### config.mk
export PLATFORM = sky130hd
export DESIGN_NAME = output_stage
export DESIGN_NICKNAME = d
export VERILOG_FILES = /design/src/design/audio_eq_pkg.sv /design/src/design/output_stage.sv
export SDC_FILE = /design/constraint.sdc
export NUM_CORES = 1
export LEC_CHECK = 0
export CORE_MARGIN = 8
export CORE_UTILIZATION = 55
export CTS_CLUSTER_DIAMETER = 40
export DETAILED_ROUTE_END_ITERATION = 6
export DONT_BUFFER_PORTS = 1
export PLACE_DENSITY_LB_ADDON = 0.2
export SLEW_MARGIN = 10
export SYNTH_ARGS = -nofsm -noshare
export SYNTH_HDL_FRONTEND = slang
export SYNTH_SLANG_ARGS = --single-unit
### constraint.sdc
create_clock -name clk -period 0.9 [get_ports clk]
set_input_delay 0.18 -clock clk [delete_from_list [all_inputs] [get_ports clk]]
set_output_delay 0.18 -clock clk [all_outputs]
set_load 0.02 [all_outputs]
### src/design/audio_eq_pkg.sv
// Widths and constants shared by the biquad equalizer
// Coefficients are Q2.14, so the usable range is -2.0 up to just under +2.0
package audio_eq_pkg;

    // Bit widths
    localparam int sample_width = 24;
    localparam int coef_width = 16;
    localparam int prod_width = sample_width + coef_width;
    // Two guard bits hold the sum of five full-scale products
    localparam int acc_width = prod_width + 2;
    localparam int coef_addr_width = 4;

    // Signed audio sample
    typedef logic signed [sample_width-1:0] sample_t;
    // Signed Q2.14 coefficient
    typedef logic signed [coef_width-1:0] coef_t;
    // One coefficient times one sample
    typedef logic signed [prod_width-1:0] prod_t;
    // Biquad accumulator
    typedef logic signed [acc_width-1:0] acc_t;
    // Flat address, section * 5 + index
    typedef logic [coef_addr_width-1:0] coef_addr_t;

    // Cascade shape
    localparam int num_sections = 3;
    localparam int coefs_per_section = 5;
    localparam int num_coefs = num_sections * coefs_per_section;

    // Coefficient order inside a section
    localparam int idx_b0 = 0;
    localparam int idx_b1 = 1;
    localparam int idx_b2 = 2;
    localparam int idx_a1 = 3;
    localparam int idx_a2 = 4;

    // Q2.14 scaling
    localparam int coef_frac_bits = 14;
    localparam coef_t coef_unity = coef_t'(16384);

    // Saturation limits
    localparam sample_t sample_max = {1'b0, {(sample_width-1){1'b1}}};
    localparam sample_t sample_min = {1'b1, {(sample_width-1){1'b0}}};

endpackage
### src/design/output_stage.sv
`timescale 1ns/1ns
// Wet/dry select and sticky clip flag at the end of the cascade
// The dry hold relies on input strobes at least num_sections + 1 cycles apart
module output_stage (
    input  logic clk,
    input  logic reset,
    input  logic in_valid,
    input  audio_eq_pkg::sample_t dry_sample,
    input  logic wet_valid,
    input  audio_eq_pkg::sample_t wet_sample,
    input  logic [audio_eq_pkg::num_sections-1:0] saturated,
    input  logic bypass,
    input  logic clip_clear,
    output logic out_valid,
    output audio_eq_pkg::sample_t out_sample,
    output logic clip
);

    // Unfiltered copy of the sample now in the cascade
    audio_eq_pkg::sample_t dry_hold;
    logic any_sat;

    // Overwritten only after the matching wet sample has left
    always_ff @(posedge clk) begin
        if (in_valid) begin
            dry_hold <= dry_sample;
        end
    end

    // Pulses from different sections arrive in different cycles
    assign any_sat = |saturated;

    // Output register, one cycle behind the last section
    always_ff @(posedge clk or posedge reset) begin
        if (reset) begin
            out_valid <= 1'b0;
            out_sample <= '0;
        end else begin
            out_valid <= wet_valid;
            if (wet_valid) begin
                // Bypass picks the dry copy, same latency either way
                out_sample <= bypass ? dry_hold : wet_sample;
            end
        end
    end

    // Sticky clip, a set in the clear cycle wins
    // Still tracked under bypass since the sections keep running
    always_ff @(posedge clk or posedge reset) begin
        if (reset) begin
            clip <= 1'b0;
        end else if (any_sat) begin
            clip <= 1'b1;
        end else if (clip_clear) begin
            clip <= 1'b0;
        end
    end

endmodule

==> results.tsv <==
stage	metric	value	unit
setup_path	Worst R2R Setup Slack	110	ps
grt	GRT Total Usage	14.75	%
job	Max-cap violations	0	
yosys	post-synthesis sequential area ratio	71.68	%
grt	number of global-route vias before repair	1190	
drt	final WL	4055	um
clock_tree	CTS buffer count	5	
setup_path	Worst Setup End Kind	output port	
place	Placed Area	1904	um^2
drt	Final ANT Viol Nets	0	
sta	Slew @ Worst Pin	338.4	ps
sta	clock skew	7.497	ps
setup_path	startpoint of the worst register-to-register path	dry_hold[9]$_DFFE_PP_	
sta	Final setup viols	26	
setup_path	Worst R2R End	out_sample[9]$_DFFE_PP0P_	
drt	DR vias/cell	5.224	
layout	post-route cell area	2276	um^2
sta	fin. max-slew vios	0	
place	Detail Placement HPWL	2682	um
floorplanning	boundary pin count	83	
layout	fillers	255	
place	port buffer count	0	
clock_tree	Clock Latency Late Sink	360	ps
clock_tree	postcts setup bufs	0	
grt	grt total ovfl	0	
grt	initial antenna violation count	0	
status	failing checks	hold timing, setup timing	
sta	final setup margin	-121.9	ps
clock_tree	clk sink count	50	
drt	initial drt markers	67	
setup_path	R2R depth	2	
place	routability cong.	0.7105	
sta	fin crit period	1022	ps
status	status	complete, but fails checks	
grt	first-pass GRT wire length	5961	um
setup_path	critical path required time	720	ps
floorplanning	core box area	3337	um^2
clock_tree	Bufs on Longest Clock Path	2	
setup_path	Crit Path Class	reg2out	
layout	final net count	220	
layout	n_diodes	0	
drt	drc violations	0	
power_and_ir_drop	Worst VDD drop	0.001452	V
floorplanning	die footprint	5621	um^2
clock_tree	clk slew on worst S/H paths	130	ps
yosys	#FFs+latches synth	50	
yosys	syn avg cell area	14.28	um^2
worst_hold_path	cell count of the worst hold path	0	
sta	unrepaired setup endpoints after global routing	yes	
sta	relative slew slack	77.44	%
yosys	Netlist cell types	12	
yosys	Netlist Area Pre-Place	1913	um^2
power_and_ir_drop	Power Density	1837	nW/um^2
worst_hold_path	beginning of the worst hold path	wet_valid	
drt	Vias	1097	
setup_path	crit start category	register	
sta	Final Cycle Share	113.5	%
drt	wire length per cell	19.31	um
yosys	Synth Instances	134	
sta	FMAX	978.5	MHz
floorplanning	die width	74.98	um
sta	Hold WS	-168.0	ps
clock_tree	hold buffer count at cts	29	
clock_tree	CTS tree	built	
yosys	Post-Syn Nets	191	
clock_tree	clk root buf	clkbuf_4	
setup_path	Max Fanout on Critical Path	2	
floorplanning	# rows	21	
grt	largest net degree at the start of global routing	50	
yosys	Yosys Warn Count	0	
setup_path	WP data arrival	840	ps
power_and_ir_drop	P_leak	0.8914	nW
floorplanning	die height	74.98	um
layout	Syn-to-layout area delta	18.97	%
layout	layout cell share with drive strength beyond 1	19.51	%
worst_hold_path	HP Class	in2reg	
drt	first drt pass iteration count	4	
floorplanning	Initial Util	57.33	%
sta	final hold violations	49	
clock_tree	H-tree depth	2	
worst_hold_path	worst hold endpoint	out_valid$_DFF_PP0_	
-- layout by cell type, fill, tap and decap left out, drive strengths merged --
cell type    Yosys  final
a21oi           24     24
buf              6      1
clkbuf           2      8
dfrtp           26     26
dlygate4sd3      0     29
edfxtp          24     24
inv              2      2
mux2i           24     24
nor2            24     24
nor3             1      1
o21ai            1      1
-- per-layer routing --
layer,part of all wire (%),track usage [%],up-vias
met5,0,0,-
met3,11,6.391,7
met1,36,15.42,511
met4,1.8,7.826,0
met2,51,24.47,50
li1,-,-,529
-- logic make-up (layout without fill, tap and decap cells) --
kind of cell | count (synthesis) | after routing | synth area share [%]
flip-flops | 50 | 50 | 71.68
multiplexers | 24 | 24 | 12.56
AO/OA/AOI/OAI | 25 | 25 | 6.540
buffers and inverters | 10 | 40 | 4.251
AND/OR/NAND/NOR | 25 | 25 | 4.971
-- cells in the mapped netlist, drive strengths merged --
cell	instances	area, um^2
buf	6	66.31
edfxtp	24	720.7
nor3	1	5.000
dfrtp	26	650.6
nor2	24	90.09
inv	2	7.510
clkbuf	2	7.510
o21ai	1	5.000
mux2i	24	240.2
a21oi	24	120.1
-- state kept, by name, summed over array words and instances, names as in the netlist --
signal	count
clip	1
dry_hold	24
out_sample	24
out_valid	1
-- power by group --
part           internal, W  switching (W)  leakage [nW]
registers          0.00264       0.000280         0.501
logic             0.000197       0.000118         0.364
clock network     0.000313       0.000627        0.0265
total              0.00315        0.00103         0.891
-- stage by stage --
stage	utilization, %	worst slack [ps]	std cells	total power [W]	setup TNS [ps]
after floorplan	-	102.4	134	0.003161	0
after global routing	68.20	-170.2	210	0.004378	-3982
after detailed placement	57.07	97.76	173	0.003171	0
final	68.20	-121.9	210	0.004180	-2892
after CTS	68.20	-142.9	210	0.004230	-3398
after global placement	57.07	149.5	173	0.003150	0
-- repair_timing --
item                       4_1_cts  5_1_grt
setup endpoints to repair       26       26
resized for setup               26        0
pin swaps                        0        0
hold endpoints to repair       100       49
-- final cells by class --
| cell class | instances | area [um^2] | area share, % |
|---|---|---|---|
| Clock buffer | 8 | 48.80 | 2.144 |
| Inverter | 2 | 7.507 | 0.3299 |
| Multi-Input combinational cell | 74 | 460.4 | 20.23 |
| Sequential cell | 50 | 1404 | 61.68 |
| Tap cell | 46 | 57.56 | 2.529 |
| Timing Repair Buffer | 30 | 297.8 | 13.08 |
-- worst register-to-register path: stages, from the launching register on --
cell and delay [ps]:
edfxtp_1 400, mux2i_1 190, a21oi_1 100
-- how the worst max path moves through the flow --
stage	startpoint	end	slack, ps	depth (start not counted)
global route	out_sample[8]$_DFFE_PP0P_	out_sample[8]	-170	0
floorplan	bypass	out_sample[0]$_DFFE_PP0P_	100	4
finish	out_sample[8]$_DFFE_PP0P_	out_sample[8]	-120	0
CTS	out_sample[11]$_DFFE_PP0P_	out_sample[11]	-140	0
global placement	out_sample[19]$_DFFE_PP0P_	out_sample[19]$_DFFE_PP0P_	150	2
detailed placement	clip$_DFFE_PP0P_	clip$_DFFE_PP0P_	100	2
Power figures use the tool's default switching activity.
