--- config.mk ---
export PLATFORM = sky130hd
export DESIGN_NAME = coef_bank
export DESIGN_NICKNAME = d
export VERILOG_FILES = /design/src/design/audio_eq_pkg.sv /design/src/design/coef_bank.sv
export SDC_FILE = /design/constraint.sdc
export NUM_CORES = 1
export LEC_CHECK = 0
export BUFFER_PORTS_ARGS = -buffer_cell sky130_fd_sc_hd__buf_2
export CAP_MARGIN = 20
export CORE_UTILIZATION = 57
export CTS_CLUSTER_DIAMETER = 30
export DETAILED_ROUTE_END_ITERATION = 8
export PLACE_DENSITY = 0.83
export SYNTH_ARGS = -nofsm -noshare
export SYNTH_HDL_FRONTEND = slang
export SYNTH_SLANG_ARGS = --single-unit
export TNS_END_PERCENT = 10
--- constraint.sdc ---
create_clock -name clk -period 17.4 [get_ports clk]
set_input_delay 0.87 -clock clk [delete_from_list [all_inputs] [get_ports clk]]
set_output_delay 0.87 -clock clk [all_outputs]
set_load 0.02 [all_outputs]
--- src/design/audio_eq_pkg.sv ---
// Widths and constants shared by the biquad equalizer
// Coefficients are Q2.14, so the usable range is -2.0 up to just under +2.0
package audio_eq_pkg;

    // Bit widths
    localparam int sample_width = 24;
    localparam int coef_width = 16;
    localparam int prod_width = sample_width + coef_width;
    // Two guard bits hold the sum of five full-scale products
    localparam int acc_width = prod_width + 2;
    localparam int coef_addr_width = 4;

    // Signed audio sample
    typedef logic signed [sample_width-1:0] sample_t;
    // Signed Q2.14 coefficient
    typedef logic signed [coef_width-1:0] coef_t;
    // One coefficient times one sample
    typedef logic signed [prod_width-1:0] prod_t;
    // Biquad accumulator
    typedef logic signed [acc_width-1:0] acc_t;
    // Flat address, section * 5 + index
    typedef logic [coef_addr_width-1:0] coef_addr_t;

    // Cascade shape
    localparam int num_sections = 3;
    localparam int coefs_per_section = 5;
    localparam int num_coefs = num_sections * coefs_per_section;

    // Coefficient order inside a section
    localparam int idx_b0 = 0;
    localparam int idx_b1 = 1;
    localparam int idx_b2 = 2;
    localparam int idx_a1 = 3;
    localparam int idx_a2 = 4;

    // Q2.14 scaling
    localparam int coef_frac_bits = 14;
    localparam coef_t coef_unity = coef_t'(16384);

    // Saturation limits
    localparam sample_t sample_max = {1'b0, {(sample_width-1){1'b1}}};
    localparam sample_t sample_min = {1'b1, {(sample_width-1){1'b0}}};

endpackage
--- src/design/coef_bank.sv ---
`timescale 1ns/1ns
// Shadow and active coefficient sets; writes to addresses 15 and above are dropped
// A write in the same cycle as a commit reaches the active set only on the next commit
module coef_bank (
    input  logic clk,
    input  logic reset,
    input  logic coef_we,
    input  audio_eq_pkg::coef_addr_t coef_addr,
    input  audio_eq_pkg::coef_t coef_data,
    input  logic coef_commit,
    output audio_eq_pkg::coef_t b0 [audio_eq_pkg::num_sections],
    output audio_eq_pkg::coef_t b1 [audio_eq_pkg::num_sections],
    output audio_eq_pkg::coef_t b2 [audio_eq_pkg::num_sections],
    output audio_eq_pkg::coef_t a1 [audio_eq_pkg::num_sections],
    output audio_eq_pkg::coef_t a2 [audio_eq_pkg::num_sections]
);

    audio_eq_pkg::coef_t shadow [audio_eq_pkg::num_sections][audio_eq_pkg::coefs_per_section];
    audio_eq_pkg::coef_t active [audio_eq_pkg::num_sections][audio_eq_pkg::coefs_per_section];
    logic addr_ok;

    // Passthrough default, b0 = 1.0 and the rest zero
    function automatic audio_eq_pkg::coef_t default_coef(input int idx);
        return (idx == audio_eq_pkg::idx_b0) ? audio_eq_pkg::coef_unity : '0;
    endfunction

    // Addresses past the last section fall outside every slot
    assign addr_ok = (int'(coef_addr) < audio_eq_pkg::num_coefs);

    // Shadow set, one coefficient per write strobe
    always_ff @(posedge clk or posedge reset) begin
        if (reset) begin
            for (int s = 0; s < audio_eq_pkg::num_sections; s++) begin
                for (int c = 0; c < audio_eq_pkg::coefs_per_section; c++) begin
                    shadow[s][c] <= default_coef(c);
                end
            end
        end else if (coef_we && addr_ok) begin
            // Decode flat address into section and index
            for (int s = 0; s < audio_eq_pkg::num_sections; s++) begin
                for (int c = 0; c < audio_eq_pkg::coefs_per_section; c++) begin
                    if (int'(coef_addr) == s * audio_eq_pkg::coefs_per_section + c) begin
                        shadow[s][c] <= coef_data;
                    end
                end
            end
        end
    end

    // Active set, whole copy on commit so no section sees a mixed set
    always_ff @(posedge clk or posedge reset) begin
        if (reset) begin
            for (int s = 0; s < audio_eq_pkg::num_sections; s++) begin
                for (int c = 0; c < audio_eq_pkg::coefs_per_section; c++) begin
                    active[s][c] <= default_coef(c);
                end
            end
        end else if (coef_commit) begin
            active <= shadow;
        end
    end

    // Per-section buses from the active set only
    always_comb begin
        for (int s = 0; s < audio_eq_pkg::num_sections; s++) begin
            b0[s] = active[s][audio_eq_pkg::idx_b0];
            b1[s] = active[s][audio_eq_pkg::idx_b1];
            b2[s] = active[s][audio_eq_pkg::idx_b2];
            a1[s] = active[s][audio_eq_pkg::idx_a1];
            a2[s] = active[s][audio_eq_pkg::idx_a2];
        end
    end

endmodule

==> run_results.csv <==
group,metric,value,unit
timing,final.setup.tns,0,ns
die,core,30800,um2
placed_design,dp_hpwl,24400,um
detailed_routing,first_pass_iters,7,
logic_synthesis,synth_most_common_cell,"mux2_2",
worst_setup_path,worstSetupEndpointType,"async pin",
run_status,failed_checks,"DRC",
grt,antenna_found_initial,1,
clock_network,cts_setup_buffers,0,
job,max-cap-violations,0,
logic_synthesis,synth-seq-cells,480,
logic_synthesis,async_flop_share,100,%
timing,hold_ws,0.469,ns
logic_synthesis,syn-num-nets,1070,
grt,grt_max_degree,127,
logic_synthesis,synth_seq_area_share,66.9,%
clock_network,cts_buffers,89,
final_layout,finalNetCount,1370,
logic_synthesis,syn-cell-area,18000,um2
clock_network,cts_resized,0,
worst_setup_path,critical_path_class,"primary input to async pin",
grt,grt_pass1_vias,11200,
timing,finalCritPeriodShare,14.6,%
detailed_routing,drc,19,
logic_synthesis,netlist.area_leader.share,66.0,%
final_layout,drive_gt1_share,65.7,%
placed_design,portBuffers,263,
clock_network,cts_num_sinks,480,
worst_setup_path,cp.required,18.07,ns
clock_network,cts_tree,"built",
worst_setup_path,reg2reg_to,"a1[2]$_DFFE_PP0P_",
timing,max_slew_margin,26.7,%
timing,timing.fmax,393,MHz
logic_synthesis,synthFlopType,"dfrtp_1",
clock_network,hold_buffers,0,
logic_synthesis,ys_top_cells_by_area,"dfrtp_1 (66%), mux2_2 (30%), dfstp_2 (0.88%)",
grt,track_usage,26.5,%
logic_synthesis,synth.avg_cell_area,17.2,um2
die,die_w,180,um
timing,tightest_slew,1.10,ns
power,powerDensity,180,nW/um2
final_layout,fillCellCount,1865,
detailed_routing,vias,10100,
worst_setup_path,reg2reg_from,"a1[2]$_DFFE_PP0P_",
logic_synthesis,synth-edff-count,0,
worst_setup_path,reg2regPathDepth,1,
clock_network,clk_path_buf_depth,3,
die,die_y,180,um
worst_hold_path,hp-class,"primary input to async pin",
detailed_routing,routed_via_density,5.57,
detailed_routing,antenna_left,0,
power,leakage,10.7,nW
logic_synthesis,yosys_warnings,0,
detailed_routing,wl_per_cell,22.8,um
logic_synthesis,yosysTopAreaCell,"dfrtp_1",
power,power,4.08,mW
power,ir_drop,0.113,mV
logic_synthesis,netlist_instances,1046,
logic_synthesis,synth.distinct_cells,21,
clock_network,clk_pin_slew,0.05,ns
logic_synthesis,synth_commonest_cells,"mux2_2 (479), dfrtp_1 (474), buf_2 (22), clkbuf_1 (22), buf_6 (9)",
timing,slew_viol_final,0,
die,io_pins,264,
final_layout,syn_to_final_growth,26.2,%
worst_setup_path,crit_fanout,126,
worst_setup_path,cp-start-kind,"primary input",
die,placementRows,64,
detailed_routing,drt_wl_total,41400,um
placed_design,gp_congestion,0.762,
run_status,status,"complete, but fails checks",
worst_setup_path,crit_start,"reset",
grt,grt_first_pass_wirelength,65400,um
worst_setup_path,cp.arrival,3.22,ns
clock_network,root_buffer,"clkbuf_16",
die,start_util,58.3,%
timing,report.final.hold_viol_count,0,
clock_network,worstSkewPairLatency,0.58,ns
die,die_area,32200,um2
timing,layout_min_cycle_time,2.55,ns
detailed_routing,drtIter0Drc,580,
clock_network,htreeDepth,3,
grt,gr-total-overflow,0,
timing,rsz0062_at_grt,"false",
timing,skew,0.0172,ns
worst_setup_path,r2r_slack,16.57,ns
timing,finalSetupViolCount,0,
-- logic make-up (layout without fill, tap and decap cells) --
logic type | after synthesis | count (layout) | share of synthesized area, %
simple gates | 23 | 23 | 0.905
other cells | 0 | 1 | 0
buf+inv | 63 | 435 | 2.10
mux | 480 | 480 | 30.1
flops | 480 | 480 | 66.9
-- worst max path at each step --
stage	slack (ns)	end
3_3_place_gp	14.23	b2[45]$_DFFE_PP0P_
2_1_floorplan	3.15	a1[0]$_DFFE_PP0P_
5_1_grt	14.42	shadow[45]$_DFFE_PP0P_
6_report	14.85	b2[13]$_DFFE_PP0P_
3_5_place_dp	14.18	b2[13]$_DFFE_PP0P_
4_1_cts	14.78	shadow[45]$_DFFE_PP0P_
-- metal layers --
layer	vias to the layer above	GRT usage, %	routed length [um]
met5	-	0	0
met4	0	9.03	850
met3	72	6.56	2630
met2	331	43.0	20400
met1	5377	35.1	17500
li1	4322	-	-
-- layout make-up --
class                           count  area (um2)  area share [%]
Antenna cell                        1        2.50          0.0110
Clock buffer                      105        2440            10.8
Clock inverter                     58         728            3.21
Inverter                            1        11.3          0.0497
Multi-Input combinational cell    503        5570            24.6
Sequential cell                   480       12000            53.0
Tap cell                          396         495            2.18
Timing Repair Buffer              271        1410            6.20
-- critical path: stages --
cell and delay (ns):
buf_2 0.13, inv_8 0.56, buf_4 0.88, buf_4 0.62
-- stage by stage --
step	cell area (um2)	instances	util (%)	setup WS [ns]
floorplan	18000	1046	-	3.15
global placement	19500	1650	63.2	14.23
detailed placement	19500	1650	63.2	14.18
CTS	22600	1813	73.5	14.78
global route	22700	1815	73.6	14.42
finish	22700	1815	73.6	14.85
-- layout by cell type (no fill, tap or decap) --
cell type,Yosys,final
nand2_1,1,1
diode_2,0,1
inv_6,0,9
clkinvlp_4,0,13
dfrtp_1,474,474
inv_16,0,1
nor3b_4,1,1
buf_16,0,1
nand3b_2,2,2
nand3_1,1,1
nand3b_1,2,2
clkinv_2,0,12
buf_2,22,262
clkbuf_1,22,3
inv_8,0,4
dfstp_2,6,6
clkinv_4,0,7
clkinv_16,0,1
nand2b_1,5,5
buf_4,6,7
clkbuf_8,0,11
nor2_2,8,8
buf_8,2,1
clkbuf_16,0,91
mux2_2,479,479
mux2_4,1,1
nor2_1,1,1
nand2_2,1,1
bufinv_16,0,11
nor2b_2,0,1
clkinv_8,0,1
-- power by group --
part           total [mW]  internal [mW]  leakage, nW  switching, mW
clock                1.78           1.18         1.52          0.598
combinational       0.729          0.324         3.31          0.406
sequential           1.58           1.41         5.88          0.169
total                4.08           2.91         10.7           1.17
-- sequential cells by signal, indices dropped and copies added (netlist names) --
register and count:
a2 48, b0 48, b2 48, shadow 240, b1 48, a1 48
Note: power is estimated with default switching activity, not from simulation.
